<file path="src/viterbi_pkg.sv">
package viterbi_pkg;

    // ##################################################
    // Trellis geometry.
    // ##################################################
    localparam int CONSTR_LEN = 4;
    localparam int STATE_BITS = CONSTR_LEN - 1;
    localparam int NUM_STATES = 1 << STATE_BITS;
    localparam int MAX_RATE   = 3;                  // Output bits per step at rate 1/3.

    // ##################################################
    // Frame and codeword.
    // ##################################################
    localparam int FRAME_BITS = 16;                 // Also the number of trellis steps.
    localparam int TAIL_BITS  = 3;
    localparam int STEP_BITS  = $clog2(FRAME_BITS);
    localparam int CODE_BITS  = MAX_RATE * FRAME_BITS;

    // Polynomial j sits at bits CONSTR_LEN*j and up, its MSB taps the input bit.
    localparam int POLY_BITS = CONSTR_LEN * MAX_RATE;

    // Expected symbols, one per state and branch, indexed by {state, decision}.
    localparam int EXP_BITS = 2 * NUM_STATES * MAX_RATE;

    // ##################################################
    // Decoder storage.
    // ##################################################
    localparam int METRIC_BITS = 6;
    localparam logic [METRIC_BITS-1:0] METRIC_MAX = '1;

    // Two banks of one frame each, the bank is the address MSB.
    localparam int SURV_DEPTH     = 2 * FRAME_BITS;
    localparam int SURV_ADDR_BITS = $clog2(SURV_DEPTH);

endpackage

</file>
<file path="src/acs_unit.sv">
module acs_unit (
    input  logic                                   sys_clk,
    input  logic                                   i_rst_n,
    input  logic                                   i_step,
    input  logic                                   i_code_rate,
    input  logic [viterbi_pkg::MAX_RATE-1:0]       i_rx_sym,
    input  logic [viterbi_pkg::EXP_BITS-1:0]       i_exp_sym,
    input  logic                                   i_frame_end,
    input  logic                                   i_bank,
    output logic                                   o_wr_req,
    output logic [viterbi_pkg::SURV_ADDR_BITS-1:0] o_wr_addr,
    output logic [viterbi_pkg::NUM_STATES-1:0]     o_wr_data,
    output logic                                   o_tb_start,
    output logic                                   o_tb_bank
);
    import viterbi_pkg::*;

    logic [METRIC_BITS-1:0] pm_q   [NUM_STATES];
    logic [METRIC_BITS-1:0] pm_sel [NUM_STATES];
    logic [METRIC_BITS-1:0] sum_d  [NUM_STATES][2];
    logic [METRIC_BITS-1:0] sum_q  [NUM_STATES][2];
    logic [NUM_STATES-1:0]  dec;
    logic [MAX_RATE-1:0]    rate_mask;
    logic                   sel_q;
    logic [STEP_BITS-1:0]   step_q;

    assign rate_mask = {i_code_rate, {(MAX_RATE - 1){1'b1}}};

    // ##################################################
    // Add. The predecessor of state s on decision d is {s[1:0], d}.
    // ##################################################
    always_comb begin
        logic [CONSTR_LEN-1:0] win;
        logic [MAX_RATE-1:0]   diff;
        logic [METRIC_BITS:0]  acc;
        for (int s = 0; s < NUM_STATES; s++) begin
            for (int d = 0; d < 2; d++) begin
                win  = {STATE_BITS'(s), 1'(d)};
                diff = (i_rx_sym ^ i_exp_sym[win*MAX_RATE +: MAX_RATE]) & rate_mask;
                acc  = (METRIC_BITS + 1)'(pm_q[win[STATE_BITS-1:0]]);
                for (int j = 0; j < MAX_RATE; j++)
                    acc = acc + diff[j];
                sum_d[s][d] = acc[METRIC_BITS] ? METRIC_MAX : acc[METRIC_BITS-1:0];
            end
        end
    end

    // ##################################################
    // Compare and select. A tie keeps the lower path.
    // ##################################################
    always_comb begin
        for (int s = 0; s < NUM_STATES; s++) begin
            dec[s]    = sum_q[s][1] < sum_q[s][0];
            pm_sel[s] = dec[s] ? sum_q[s][1] : sum_q[s][0];
        end
    end

    assign o_wr_req  = sel_q;
    assign o_wr_addr = {i_bank, step_q};
    assign o_wr_data = dec;

    always_ff @(posedge sys_clk) begin
        if (i_step)
            sum_q <= sum_d;
    end

    always_ff @(posedge sys_clk) begin
        if (!i_rst_n) begin
            sel_q      <= 1'b0;
            step_q     <= '0;
            o_tb_start <= 1'b0;
            o_tb_bank  <= 1'b0;
            for (int s = 0; s < NUM_STATES; s++)
                pm_q[s] <= (s == 0) ? '0 : METRIC_MAX;
        end else begin
            sel_q      <= i_step;
            o_tb_start <= i_frame_end;
            if (i_frame_end) begin                  // Also the cycle of the last write.
                o_tb_bank <= i_bank;
                step_q    <= '0;
                for (int s = 0; s < NUM_STATES; s++)
                    pm_q[s] <= (s == 0) ? '0 : METRIC_MAX;
            end else if (sel_q) begin
                step_q <= step_q + 1'b1;
                pm_q   <= pm_sel;
            end
        end
    end

endmodule

</file>
<file path="src/conv_encoder.sv">
module conv_encoder (
    input  logic                               sys_clk,
    input  logic                               i_rst_n,
    input  logic                               i_enc_start,
    input  logic                               i_enc_bit,
    input  logic                               i_code_rate,
    input  logic [viterbi_pkg::POLY_BITS-1:0]  i_gen_poly,
    output logic [viterbi_pkg::EXP_BITS-1:0]   o_exp_sym,
    output logic [viterbi_pkg::CODE_BITS-1:0]  o_enc_data,
    output logic                               o_enc_done
);
    import viterbi_pkg::*;

    logic [STATE_BITS-1:0] sreg_q;                  // Newest input bit at the MSB.
    logic [STEP_BITS-1:0]  cnt_q;
    logic                  run_q;
    logic [CODE_BITS-1:0]  cw_q;
    logic [CODE_BITS-1:0]  cw_next;
    logic [MAX_RATE-1:0]   sym;

    // One parity bit per generator over the window {input, state}.
    function automatic logic [MAX_RATE-1:0] branch_sym(input logic [CONSTR_LEN-1:0] win,
                                                       input logic [POLY_BITS-1:0] poly);
        logic [MAX_RATE-1:0] res;
        for (int j = 0; j < MAX_RATE; j++)
            res[j] = ^(win & poly[j*CONSTR_LEN +: CONSTR_LEN]);
        return res;
    endfunction

    assign sym = branch_sym({i_enc_bit, sreg_q}, i_gen_poly);

    // The window {to-state, decision} is the same one the encoder sees on that branch.
    for (genvar w = 0; w < 2 * NUM_STATES; w++) begin : g_exp
        assign o_exp_sym[w*MAX_RATE +: MAX_RATE] = branch_sym(CONSTR_LEN'(w), i_gen_poly);
    end

    always_comb begin
        cw_next = cw_q;
        if (i_code_rate)
            cw_next[cnt_q*MAX_RATE +: MAX_RATE] = sym;
        else
            cw_next[cnt_q*(MAX_RATE-1) +: MAX_RATE-1] = sym[MAX_RATE-2:0];
    end

    always_ff @(posedge sys_clk) begin
        if (!i_rst_n) begin
            run_q      <= 1'b0;
            cnt_q      <= '0;
            sreg_q     <= '0;
            o_enc_done <= 1'b0;
            o_enc_data <= '0;
        end else begin
            o_enc_done <= 1'b0;
            if (i_enc_start) begin
                run_q  <= 1'b1;
                cnt_q  <= '0;
                sreg_q <= '0;
            end else if (run_q) begin
                sreg_q <= {i_enc_bit, sreg_q[STATE_BITS-1:1]};
                cnt_q  <= cnt_q + 1'b1;
                if (cnt_q == STEP_BITS'(FRAME_BITS - 1)) begin
                    run_q      <= 1'b0;
                    o_enc_done <= 1'b1;
                    o_enc_data <= cw_next;
                end
            end
        end
    end

    always_ff @(posedge sys_clk) begin
        if (i_enc_start)
            cw_q <= '0;                             // Rate 1/2 leaves the upper bits at zero.
        else if (run_q)
            cw_q <= cw_next;
    end

endmodule

</file>
<file path="src/endec.sv">
module endec (
    input  logic                               sys_clk,
    input  logic                               i_rst_n,
    input  logic                               i_start,
    input  logic                               i_mode_sel,
    input  logic                               i_code_rate,
    input  logic [viterbi_pkg::POLY_BITS-1:0]  i_gen_poly,
    input  logic [viterbi_pkg::FRAME_BITS-1:0] i_enc_frame,
    input  logic [viterbi_pkg::CODE_BITS-1:0]  i_dec_frame,
    output logic                               o_ready,
    output logic [viterbi_pkg::CODE_BITS-1:0]  o_enc_data,
    output logic                               o_enc_done,
    output logic [viterbi_pkg::FRAME_BITS-1:0] o_dec_data,
    output logic                               o_dec_done
);
    import viterbi_pkg::*;

    logic                      enc_start;
    logic                      enc_bit;
    logic                      step;
    logic [MAX_RATE-1:0]       rx_sym;
    logic                      frame_end;
    logic                      bank;
    logic [EXP_BITS-1:0]       exp_sym;
    logic                      wr_req;
    logic [SURV_ADDR_BITS-1:0] wr_addr;
    logic [NUM_STATES-1:0]     wr_data;
    logic                      wr_grant;
    logic                      tb_start;
    logic                      tb_bank;
    logic                      tb_busy;
    logic                      rd_req;
    logic [SURV_ADDR_BITS-1:0] rd_addr;
    logic                      rd_grant;
    logic [NUM_STATES-1:0]     rd_data;

    endec_control u_ctrl (
        .sys_clk        (sys_clk),
        .i_rst_n        (i_rst_n),
        .i_start        (i_start),
        .i_mode_sel     (i_mode_sel),
        .i_code_rate    (i_code_rate),
        .i_enc_frame    (i_enc_frame),
        .i_dec_frame    (i_dec_frame),
        .i_tb_busy      (tb_busy),
        .i_acs_wr_grant (wr_grant),
        .o_ready        (o_ready),
        .o_enc_start    (enc_start),
        .o_enc_bit      (enc_bit),
        .o_step         (step),
        .o_rx_sym       (rx_sym),
        .o_frame_end    (frame_end),
        .o_bank         (bank)
    );

    conv_encoder u_enc (
        .sys_clk     (sys_clk),
        .i_rst_n     (i_rst_n),
        .i_enc_start (enc_start),
        .i_enc_bit   (enc_bit),
        .i_code_rate (i_code_rate),
        .i_gen_poly  (i_gen_poly),
        .o_exp_sym   (exp_sym),
        .o_enc_data  (o_enc_data),
        .o_enc_done  (o_enc_done)
    );

    // ##################################################
    // Decoder pipeline around the shared survivor store.
    // ##################################################
    acs_unit u_acs (
        .sys_clk     (sys_clk),
        .i_rst_n     (i_rst_n),
        .i_step      (step),
        .i_code_rate (i_code_rate),
        .i_rx_sym    (rx_sym),
        .i_exp_sym   (exp_sym),
        .i_frame_end (frame_end),
        .i_bank      (bank),
        .o_wr_req    (wr_req),
        .o_wr_addr   (wr_addr),
        .o_wr_data   (wr_data),
        .o_tb_start  (tb_start),
        .o_tb_bank   (tb_bank)
    );

    survivor_memory u_surv (
        .sys_clk    (sys_clk),
        .i_rst_n    (i_rst_n),
        .i_wr_req   (wr_req),
        .i_wr_addr  (wr_addr),
        .i_wr_data  (wr_data),
        .o_wr_grant (wr_grant),
        .i_rd_req   (rd_req),
        .i_rd_addr  (rd_addr),
        .o_rd_grant (rd_grant),
        .o_rd_data  (rd_data)
    );

    traceback_unit u_tb (
        .sys_clk    (sys_clk),
        .i_rst_n    (i_rst_n),
        .i_tb_start (tb_start),
        .i_tb_bank  (tb_bank),
        .i_rd_grant (rd_grant),
        .i_rd_data  (rd_data),
        .o_rd_req   (rd_req),
        .o_rd_addr  (rd_addr),
        .o_busy     (tb_busy),
        .o_dec_data (o_dec_data),
        .o_dec_done (o_dec_done)
    );

endmodule

</file>
<file path="src/endec_control.sv">
module endec_control (
    input  logic                               sys_clk,
    input  logic                               i_rst_n,
    input  logic                               i_start,
    input  logic                               i_mode_sel,
    input  logic                               i_code_rate,
    input  logic [viterbi_pkg::FRAME_BITS-1:0] i_enc_frame,
    input  logic [viterbi_pkg::CODE_BITS-1:0]  i_dec_frame,
    input  logic                               i_tb_busy,
    input  logic                               i_acs_wr_grant,
    output logic                               o_ready,
    output logic                               o_enc_start,
    output logic                               o_enc_bit,
    output logic                               o_step,
    output logic [viterbi_pkg::MAX_RATE-1:0]   o_rx_sym,
    output logic                               o_frame_end,
    output logic                               o_bank
);
    import viterbi_pkg::*;

    logic                 enc_run_q;
    logic                 dec_run_q;
    logic                 fend_wait_q;
    logic                 rate_q;
    logic [STEP_BITS:0]   cnt_q;
    logic [CODE_BITS-1:0] frame_q;
    logic                 accept;
    logic                 last_write;
    logic                 fend_pend;

    assign accept      = i_start && o_ready;
    assign o_ready     = !(enc_run_q || dec_run_q || fend_wait_q);
    assign o_enc_bit   = frame_q[0];
    assign o_step      = dec_run_q && !cnt_q[0];    // Even cycles add, odd cycles write.
    assign o_rx_sym    = rate_q ? frame_q[MAX_RATE-1:0] : {1'b0, frame_q[MAX_RATE-2:0]};
    assign last_write  = dec_run_q && cnt_q == 2 * FRAME_BITS - 1 && i_acs_wr_grant;

    // A frame end waits here while the previous frame is still in traceback.
    assign fend_pend   = last_write || fend_wait_q;
    assign o_frame_end = fend_pend && !i_tb_busy;

    always_ff @(posedge sys_clk) begin
        if (!i_rst_n) begin
            enc_run_q   <= 1'b0;
            dec_run_q   <= 1'b0;
            fend_wait_q <= 1'b0;
            rate_q      <= 1'b0;
            cnt_q       <= '0;
            o_enc_start <= 1'b0;
            o_bank      <= 1'b0;
        end else begin
            o_enc_start <= accept && !i_mode_sel;
            cnt_q       <= accept ? '0 : cnt_q + 1'b1;
            fend_wait_q <= fend_pend && i_tb_busy;
            if (accept) begin
                rate_q    <= i_code_rate;
                enc_run_q <= !i_mode_sel;
                dec_run_q <= i_mode_sel;
            end
            if (enc_run_q && cnt_q == FRAME_BITS)   // Encoder takes its last bit now.
                enc_run_q <= 1'b0;
            if (last_write)
                dec_run_q <= 1'b0;
            if (o_frame_end)
                o_bank <= !o_bank;
        end
    end

    // The encoder consumes one bit per cycle from the second cycle after the start.
    always_ff @(posedge sys_clk) begin
        if (accept)
            frame_q <= i_mode_sel ? i_dec_frame
                                  : CODE_BITS'(i_enc_frame[FRAME_BITS-TAIL_BITS-1:0]);
        else if (enc_run_q && cnt_q != '0)
            frame_q <= frame_q >> 1;
        else if (o_step)
            frame_q <= frame_q >> (rate_q ? MAX_RATE : MAX_RATE - 1);
    end

endmodule

</file>
<file path="src/survivor_memory.sv">
module survivor_memory (
    input  logic                                   sys_clk,
    input  logic                                   i_rst_n,
    input  logic                                   i_wr_req,
    input  logic [viterbi_pkg::SURV_ADDR_BITS-1:0] i_wr_addr,
    input  logic [viterbi_pkg::NUM_STATES-1:0]     i_wr_data,
    output logic                                   o_wr_grant,
    input  logic                                   i_rd_req,
    input  logic [viterbi_pkg::SURV_ADDR_BITS-1:0] i_rd_addr,
    output logic                                   o_rd_grant,
    output logic [viterbi_pkg::NUM_STATES-1:0]     o_rd_data
);
    import viterbi_pkg::*;

    logic [NUM_STATES-1:0] mem_q [SURV_DEPTH];

    // The writer has priority since add-compare-select cannot stall.
    assign o_wr_grant = i_wr_req;
    assign o_rd_grant = i_rd_req && !i_wr_req;  // The reader retries next cycle.

    always_ff @(posedge sys_clk) begin
        if (o_wr_grant)
            mem_q[i_wr_addr] <= i_wr_data;
    end

    always_ff @(posedge sys_clk) begin
        if (!i_rst_n)
            o_rd_data <= '0;
        else if (o_rd_grant)
            o_rd_data <= mem_q[i_rd_addr];
    end

endmodule

</file>
<file path="src/traceback_unit.sv">
module traceback_unit (
    input  logic                                   sys_clk,
    input  logic                                   i_rst_n,
    input  logic                                   i_tb_start,
    input  logic                                   i_tb_bank,
    input  logic                                   i_rd_grant,
    input  logic [viterbi_pkg::NUM_STATES-1:0]     i_rd_data,
    output logic                                   o_rd_req,
    output logic [viterbi_pkg::SURV_ADDR_BITS-1:0] o_rd_addr,
    output logic                                   o_busy,
    output logic [viterbi_pkg::FRAME_BITS-1:0]     o_dec_data,
    output logic                                   o_dec_done
);
    import viterbi_pkg::*;

    logic                  bank_q;
    logic                  rd_act_q;
    logic                  rd_vld_q;
    logic [STEP_BITS-1:0]  rd_step_q;
    logic [STATE_BITS-1:0] state_q;
    logic [FRAME_BITS-1:0] bits_q;
    logic                  last;

    assign o_rd_req  = rd_act_q;
    assign o_rd_addr = {bank_q, rd_step_q};

    // Read addresses do not depend on the path, so reads run ahead of the data.
    assign last = rd_vld_q && !rd_act_q;

    always_ff @(posedge sys_clk) begin
        if (!i_rst_n) begin
            bank_q     <= 1'b0;
            rd_act_q   <= 1'b0;
            rd_vld_q   <= 1'b0;
            rd_step_q  <= '0;
            state_q    <= '0;
            o_busy     <= 1'b0;
            o_dec_done <= 1'b0;
            o_dec_data <= '0;
        end else begin
            o_dec_done <= 1'b0;
            rd_vld_q   <= i_rd_grant;
            if (i_tb_start) begin                   // The tail leaves the path in state 0.
                o_busy    <= 1'b1;
                rd_act_q  <= 1'b1;
                bank_q    <= i_tb_bank;
                rd_step_q <= STEP_BITS'(FRAME_BITS - 1);
                state_q   <= '0;
            end
            if (i_rd_grant) begin
                rd_step_q <= rd_step_q - 1'b1;
                if (rd_step_q == '0)
                    rd_act_q <= 1'b0;
            end
            if (rd_vld_q)
                state_q <= {state_q[STATE_BITS-2:0], i_rd_data[state_q]};
            if (last) begin
                o_busy     <= 1'b0;
                o_dec_done <= 1'b1;
                o_dec_data <= {bits_q[FRAME_BITS-2:0], state_q[STATE_BITS-1]};
            end
        end
    end

    // The newest state bit is the decoded bit, step 15 ends up at the MSB.
    always_ff @(posedge sys_clk) begin
        if (rd_vld_q)
            bits_q <= {bits_q[FRAME_BITS-2:0], state_q[STATE_BITS-1]};
    end

endmodule

</file>
<file path="config.mk">
export PLATFORM = sky130hd
export DESIGN_NAME = endec
export DESIGN_NICKNAME = d
export VERILOG_FILES = /design/src/viterbi_pkg.sv /design/src/acs_unit.sv /design/src/conv_encoder.sv /design/src/endec.sv /design/src/endec_control.sv /design/src/survivor_memory.sv /design/src/traceback_unit.sv
export SDC_FILE = /design/constraint.sdc
export NUM_CORES = 1
export LEC_CHECK = 0
export ABC_AREA = 1
export BUFFER_PORTS_ARGS = -buffer_cell sky130_fd_sc_hd__buf_2
export CAP_MARGIN = 20
export CELL_PAD_IN_SITES_DETAIL_PLACEMENT = 0
export CELL_PAD_IN_SITES_GLOBAL_PLACEMENT = 1
export CORE_AREA = 10 10 341 343
export CTS_BUF_LIST = sky130_fd_sc_hd__clkbuf_16
export DETAILED_ROUTE_END_ITERATION = 16
export DIE_AREA = 0 0 351 353
export GPL_TIMING_DRIVEN = 1
export PLACE_DENSITY_LB_ADDON = 0.15
export SETUP_SLACK_MARGIN = 0.05
export SYNTH_ARGS = -nofsm -noshare
export SYNTH_HDL_FRONTEND = slang
export SYNTH_HIERARCHICAL = 1
export SYNTH_SLANG_ARGS = --single-unit
</file>
<file path="constraint.sdc">
create_clock -name sys_clk -period 13.05 [get_ports sys_clk]
set_input_delay 0.6525 -clock sys_clk [delete_from_list [all_inputs] [get_ports sys_clk]]
set_output_delay 0.6525 -clock sys_clk [all_outputs]
set_load 0.01 [all_outputs]
</file>
==> results of run 1 <==
-- worst max-delay path by stage --
stage	start	slack (ns)	endpoint	depth (start not counted)
floorplan	u_ctrl/dec_run_q	6.73	u_ctrl/frame_q[0]	3
global placement	i_code_rate	9.08	u_acs/sum_q[5]	13
detailed placement	i_code_rate	9.06	u_acs/sum_q[5]	13
CTS	u_ctrl/rate_q	9.42	u_acs/sum_q[2]	12
global route	u_ctrl/rate_q	9.13	u_acs/sum_q[52]	14
finish	u_ctrl/rate_q	9.45	u_acs/sum_q[52]	14
-- cell families (layout without fill, tap and decap cells) --
kind of cell,after synthesis,count (layout),synth area share (%)
AO/OA/AOI/OAI,472,472,7.74
flip-flops,622,622,51.1
buffers and inverters,568,676,7.78
other,1,3,0.0115
adder cells (fa/ha/maj),115,115,5.16
AND/OR/NAND/NOR,1901,1901,26.1
XOR/XNOR,77,77,2.07
-- flip-flops by register name (all words and copies together) (netlist names), 5 cells and up --
signal,cells
u_surv/mem_q,256
u_acs/sum_q,96
u_acs/pm_q,48
u_ctrl/frame_q,48
u_enc/cw_q,48
u_enc/o_enc_data,48
u_tb/o_dec_data,16
u_tb/bits_q,15
u_surv/o_rd_data,8
u_ctrl/cnt_q,5
-- metal layers --
layer | share of wire (%) | up-vias | wire length [um]
li1 | - | 12700 | -
met1 | 48 | 11800 | 45500
met2 | 46 | 400 | 43900
met3 | 3.6 | 114 | 3440
met4 | 2.0 | 4 | 1940
met5 | 0.036 | - | 34
-- layout make-up --
class	instances	share of cell area [%]
clock buffers	78	5.33
clock inverters	61	1.21
repair buffers	184	2.92
inverters	353	3.64
well taps	1426	4.87
multi-input cells	2568	36.6
flip-flops and latches	622	45.4
-- cell usage after synthesis (34+ instances only) --
| library cell | number | area, um2 |
|---|---|---|
| inv_1 | 326 | 1220 |
| a21oi_1 | 216 | 1080 |
| buf_2 | 60 | 300 |
| nor2_1 | 149 | 559 |
| nand3b_1 | 44 | 330 |
| buf_4 | 53 | 398 |
| edfxtp_1 | 415 | 12500 |
| nand4_1 | 45 | 282 |
| o21ai_1 | 34 | 170 |
| ha_1 | 83 | 1040 |
| nand2_1 | 1006 | 3780 |
| dfxtp_1 | 207 | 4140 |
| nand3_1 | 564 | 2820 |
| clkbuf_1 | 73 | 274 |
| o21ai_0 | 166 | 831 |
| xor2_1 | 55 | 482 |
-- worst max-delay path: cells and delay by family (launching register included) --
kind / cells / cell delay [ns]
adders and majority gates: 3 / 1.01
DFF: 1 / 0.96
buffers and inverters: 6 / 0.65
AOI/OAI and AO/OA: 3 / 0.43
and+or+nand+nor: 2 / 0.25
-- power by group through the flow --
stage	clock [mW]	combinational, mW	sequential [mW]
global placement	0	0.996	2.42
detailed placement	0	1.00	2.42
floorplan	0	0.744	2.39
CTS	2.12	1.01	2.38
global route	2.20	1.16	2.39
finish	2.05	0.992	2.38
==> qor.csv, run 1 <==
stage;metric;value;unit
route;Total Routed Length;94900;um
clock_network;clock tree from TritonCTS;done;
worst_setup_path;cells traversed along the worst timing path;nand2_1 > inv_1 > buf_4 > a21oi_1 > o21ai_0 > fa_1 > inv_1 > ha_1 > inv_1 > fa_1 > nor2_1 > inv_1 > o22ai_1 > inv_1;
clock_network;number of hold buffers added after CTS;0;
synthesis;Post-Synthesis Cells;3756;
worst_setup_path;Worst Setup End Kind;register;
synthesis;number of enable flip-flop cells after synthesis;415;
route;DR iter-0 viols;1633;
timing;minimum setup slack in the final design;9.45;ns
worst_setup_path;sort of element at the start of the critical path;register;
placed_design;placement-stage cell area;0.0342;mm2
floorplanning;die area;0.124;mm2
final_layout;Fill cells;11500;
worst_setup_path;delay of the slowest cell on the worst path;0.96;ns
clock_network;# H-tree levels;3;
timing;relative slew slack;31.1;%
placed_design;Post-DP HPWL;62200;um
synthesis;Synth Flop Type;edfxtp_1;
floorplanning;effective utilization at floorplan;29.6;%
clock_network;root buf cell;clkbuf_16;
pwr;Max rail drop VDD;0.0806;mV
worst_setup_path;critical path class;register to register;
floorplanning;Die Wd;351;um
final_layout;top library cells by usage in the layout, fill and taps aside;nand2_1 (1004), nand3_1 (563), edfxtp_1 (415), inv_1 (345), a21oi_1 (216);
route;remaining routing DRC violations;0;
final_layout;Reg area;0.0166;mm2
synthesis;total standard cell area after synthesis;0.0325;mm2
status;run status;complete, no violations;
pwr;relative contribution of the clock network to total power;37.8;%
grt;number of antenna violations at the first check in global routing;5;
placed_design;Placer Congestion;0.783;
timing;final hold vios;0;
timing;Highest Clock Rate;278;MHz
grt;grt met2 use;24.5;%
worst_setup_path;CP Data Required Time;13.42;ns
clock_network;clock-pin slew reported for the worst setup and hold paths after clock tree synthesis;0.06;ns
timing;Sum Neg Setup Slack;0;ns
worst_setup_path;Worst Path Arrival;3.97;ns
route;detailed-route vias per instance;4.72;
final_layout;area of the multi-input gates;0.0134;mm2
pwr;combinational group share of total power;18.3;%
worst_setup_path;flop-to-flop setup slack;9.45;ns
timing;min Tclk post-route;3.60;ns
clock_network;Post CTS Setup Buffer Count;0;
grt;met3 usage in global routing;2.24;%
final_layout;most common cell after layout, fill and taps aside;nand2_1;
worst_setup_path;cell at the slowest stage of the critical path;dfxtp_2;
pwr;net switching share of the total power;29.6;%
placed_design;count of buffers from port buffering;144;
synthesis;synth unique cells;51;
pwr;static leakage;15.2;nW
floorplanning;Core Footprint;0.110;mm2
pwr;sequential group share of total power;43.9;%
pwr;switching pwr;1.60;mW
timing;post-route fraction of the period consumed by the critical path;27.6;%
synthesis;fraction of registers with async set or reset after synthesis;0;%
timing;unrepaired setup endpoints after global routing;no;
grt;overall overflow remaining after global route;0;
timing;Final Slew Violations;0;
clock_network;cts bufs inserted;75;
final_layout;layout cell share with drive strength beyond 1;10.5;%
grt;most utilized layer in the global route result;met2;
min_path;number of instances on the worst hold path;3;
grt;vias in the first global route;24800;
synthesis;Synth Area per Inst;8.66;um2
timing;final setup violating endpoints;0;
min_path;Hold Crit Endpoint;u_ctrl/frame_q[46];
worst_setup_path;worst r2r path cells;14;
route;Detail Route Antenna Nets;0;
final_layout;layout net count;4000;
min_path;Hold Path Origin;i_dec_frame[46];
final_layout;area of all placed cells without fillers;0.0366;mm2
floorplanning;Boundary Pins;148;
grt;maximum number of pins on one net before global-route repair;81;
route;1st-pass router iterations;5;
grt;first-pass GRT wire length;148000;um
final_layout;post-layout instance count excluding filler cells;5292;
final_layout;final core utilization;33.4;%
grt;overall global routing resource usage;15.1;%
floorplanning;number of placement rows;122;
final_layout;post-synthesis to final-layout area growth;12.6;%
clock_network;clock latency on the worst-skew pair;0.64;ns
timing;Worst Hold Margin;0.314;ns
worst_setup_path;endpoint of the most critical register-to-register path;u_acs/sum_q[52];
synthesis;post-synthesis sequential area ratio;51.1;%
worst_setup_path;maximum fanout along the worst path;49;
worst_setup_path;reg-to-reg startpoint;u_ctrl/rate_q;
final_layout;diodes inserted;0;
floorplanning;Die Y-Extent;353;um
min_path;worst min path class;input pin to register;
timing;Fin Clk Skew;0.0202;ns
clock_network;post_cts resized;0;
synthesis;Syn. warnings;6;
pwr;power consumption;5.41;mW
worst_setup_path;dominant cell type by count on the critical path;inv_1;
pwr;internal cell power;3.81;mW
grt;met1 Usage GRT;20.8;%
route;vias after detailed routing;25000;
clock_network;Clock Sink Count;622;
timing;transition time at the pin with the least slew margin;1.03;ns
placed_design;instance count after placement with tap cells included;5150;
placed_design;Place WS;9.06;ns
pwr;Pwr per Cell Area;148;mW/mm2
clock_network;buffer depth of the longest clock path;3;
flow_run;max-cap check violation count;0;
route;wire per inst;17.9;um
synthesis;register bit count reported by yosys;622;
Power figures use the tool's default switching activity.
==> inputs of run 2 (changes only) <==
clock period = 3.5 ns   (was 13.05 ns; I/O delays follow)
==> run 2 against run 1 <==
Maximum frequency increased by 18%. Wire length increased by 2.2%. Via count increased by 2.0%. Register-to-register slack got worse by 9.0 ns. Critical path depth decreased by 1. Critical path type unchanged. Critical endpoint is now u_acs/sum_q[64]. Largest cell class unchanged.
==> qor.csv, run 2 (synthesis gave the netlist of run 1 again) <==
stage;metric;value;unit;change
worst_setup_path;CP Data Required Time;3.89;ns;-9.53 ns
min_path;number of instances on the worst hold path;5;;+2
grt;number of antenna violations at the first check in global routing;9;;+4
floorplanning;Die Wd;351;um;unchanged
clock_network;clock tree from TritonCTS;done;;
final_layout;post-synthesis to final-layout area growth;15.8;%;
grt;first-pass GRT wire length;152000;um;+3.1%
floorplanning;Core Footprint;0.110;mm2;unchanged
flow_run;max-cap check violation count;0;;unchanged
timing;Final Slew Violations;0;;unchanged
placed_design;placement-stage cell area;0.0346;mm2;+1.4%
worst_setup_path;Crit. path cell count;13;;-1
placed_design;Post-DP HPWL;63700;um;+2.5%
final_layout;Regs by FF count;u_surv/mem_q (256), u_acs/sum_q (96);;
floorplanning;die area;0.124;mm2;unchanged
clock_network;clock latency on the worst-skew pair;0.63;ns;about the same
worst_setup_path;worst r2r path cells;13;;-1
pwr;static leakage;15.7;nW;+3.5%
route;DR iter-0 viols;1408;;-14%
timing;final hold vios;0;;unchanged
grt;vias in the first global route;25200;;+1.5%
final_layout;max reg flops;256;;unchanged
route;vias after detailed routing;25500;;+2.0%
route;Total Routed Length;97000;um;+2.2%
timing;Fin Clk Skew;0.0170;ns;-0.00323 ns
worst_setup_path;buffer and inverter count on the worst path;4;;-2
status;run status;complete, no violations;;
floorplanning;effective utilization at floorplan;29.6;%;unchanged
worst_setup_path;critical path class;register to register;;
final_layout;layout net count;4112;;+2.8%
worst_setup_path;sort of element at the start of the critical path;register;;
clock_network;buffer depth of the longest clock path;3;;unchanged
worst_setup_path;Worst Setup End Kind;register;;
route;remaining routing DRC violations;0;;unchanged
worst_setup_path;maximum fanout along the worst path;10;;-80%
final_layout;Fill cells;11500;;-0.23%
final_layout;layout cell share with drive strength beyond 1;11.9;%;+1.4 points
clock_network;clock-pin slew reported for the worst setup and hold paths after clock tree synthesis;0.06;ns;about the same
timing;post-route fraction of the period consumed by the critical path;87.0;%;+59 points
clock_network;Post CTS Setup Buffer Count;0;;unchanged
worst_setup_path;delay-heaviest family, CP;adder cells;;
timing;transition time at the pin with the least slew margin;0.981;ns;-0.0482 ns
grt;overall global routing resource usage;15.5;%;+0.44 points
route;wire per inst;17.9;um;about the same
pwr;Pwr per Cell Area;544;mW/mm2;+270%
timing;unrepaired setup endpoints after global routing;no;;
final_layout;top library cells by usage in the layout, fill and taps aside;nand2_1 (1004), nand3_1 (563), edfxtp_1 (415), inv_1 (342), a21oi_1 (216);;
clock_network;Clock Sink Count;622;;unchanged
timing;relative slew slack;34.6;%;+3.5 points
final_layout;most common cell after layout, fill and taps aside;nand2_1;;
worst_setup_path;delay of the slowest cell on the worst path;0.52;ns;-0.44 ns
worst_setup_path;Worst Path Arrival;3.43;ns;-0.54 ns
route;1st-pass router iterations;7;;+2
timing;Highest Clock Rate;328;MHz;+18%
worst_setup_path;dominant cell type by count on the critical path;inv_1;;
timing;min Tclk post-route;3.04;ns;-0.555 ns
placed_design;count of buffers from port buffering;144;;unchanged
floorplanning;Die Y-Extent;353;um;unchanged
floorplanning;Boundary Pins;148;;unchanged
worst_setup_path;cells traversed along the worst timing path;nand2_1 > inv_1 > buf_4 > a21oi_1 > o21ai_0 > fa_1 > inv_1 > ha_1 > fa_1 > nand2_1 > nor2_1 > o22ai_1 > inv_1;;
pwr;Max rail drop VDD;0.302;mV;+270%
floorplanning;number of placement rows;122;;unchanged
route;Detail Route Antenna Nets;0;;unchanged
placed_design;Placer Congestion;0.774;;-1.1%
clock_network;cts bufs inserted;76;;+1.3%
final_layout;Reg with most FFs;u_surv/mem_q;;
clock_network;root buf cell;clkbuf_16;;
grt;maximum number of pins on one net before global-route repair;101;;+25%
worst_setup_path;cell at the slowest stage of the critical path;fa_1;;
clock_network;# H-tree levels;3;;unchanged
min_path;worst min path class;input pin to register;;
timing;final setup violating endpoints;0;;unchanged
final_layout;area of all placed cells without fillers;0.0376;mm2;+2.8%
pwr;power consumption;20.5;mW;+280%
grt;overall overflow remaining after global route;0;;unchanged
route;detailed-route vias per instance;4.72;;-0.16%
run 2: worst reg2reg max path, stage by stage, from the launching register on:
cell and delay, ns:
edfxtp_1 0.43, nand2_1 0.09, inv_1 0.17, buf_4 0.24
a21oi_1 0.13, o21ai_0 0.17, fa_1 0.52, inv_1 0.04
ha_1 0.23, fa_1 0.43, nand2_1 0.13, nor2_1 0.05
o22ai_1 0.14, inv_1 0.05
run 2: final timing paths:
path / slack, ns / to / start
worst max-delay path: 0.46 / u_acs/sum_q[64] / u_ctrl/frame_q[2]
worst min-delay path: 0.03 / u_ctrl/frame_q[5] / i_enc_frame[5]
worst max register to register: 0.46 / u_acs/sum_q[64] / u_ctrl/frame_q[2]
worst min register to register: 0.45 / u_tb/o_dec_data[15] / u_tb/bits_q[14]
run 2: layout make-up:
| class | instances | area, um2 | share of cell area (%) |
|---|---|---|---|
| antenna | 1 | 2.50 | 0.00665 |
| multi-input combinational | 2568 | 13400 | 35.6 |
| inverter | 353 | 1330 | 3.54 |
| clock inverter | 64 | 529 | 1.41 |
| tap | 1426 | 1780 | 4.74 |
| sequential | 622 | 16600 | 44.2 |
| clock buffer | 77 | 1930 | 5.12 |
| timing repair buffer | 295 | 2030 | 5.39 |
run 2: stage by stage:
step	cells	hold slack (ns)	TNS, ns	util (%)	setup slack, ns
5_1_grt	5405	0.0418	0	34.3	0.234
3_3_place_gp	5210	0.432	0	31.6	0.351
6_report	5406	0.0268	0	34.3	0.456
2_1_floorplan	3758	0.268	-1.80	-	-0.0375
4_1_cts	5405	0.00125	0	34.3	0.448
3_5_place_dp	5210	0.435	0	31.6	0.364
run 2: per-layer routing:
layer	track usage (%)	part of all wire [%]	vias to the layer above
li1	-	-	12900
met1	21.9	49	12000
met2	24.1	44	421
met3	2.85	4.4	139
met4	4.01	2.3	14
met5	0	0.083	-
run 2: repair_timing:
item / 4_1_cts / 5_1_grt
hold endpoints to repair: 45 / 0
hold buffers: 54 / 0
gates resized for setup: 0 / 0
run 2: report_power, final:
part	total, mW	switching [mW]	internal, mW
Combinational	3.81	2.45	1.36
Sequential	8.85	0.299	8.55
Clock	7.83	3.34	4.49
Total	20.5	6.08	14.4
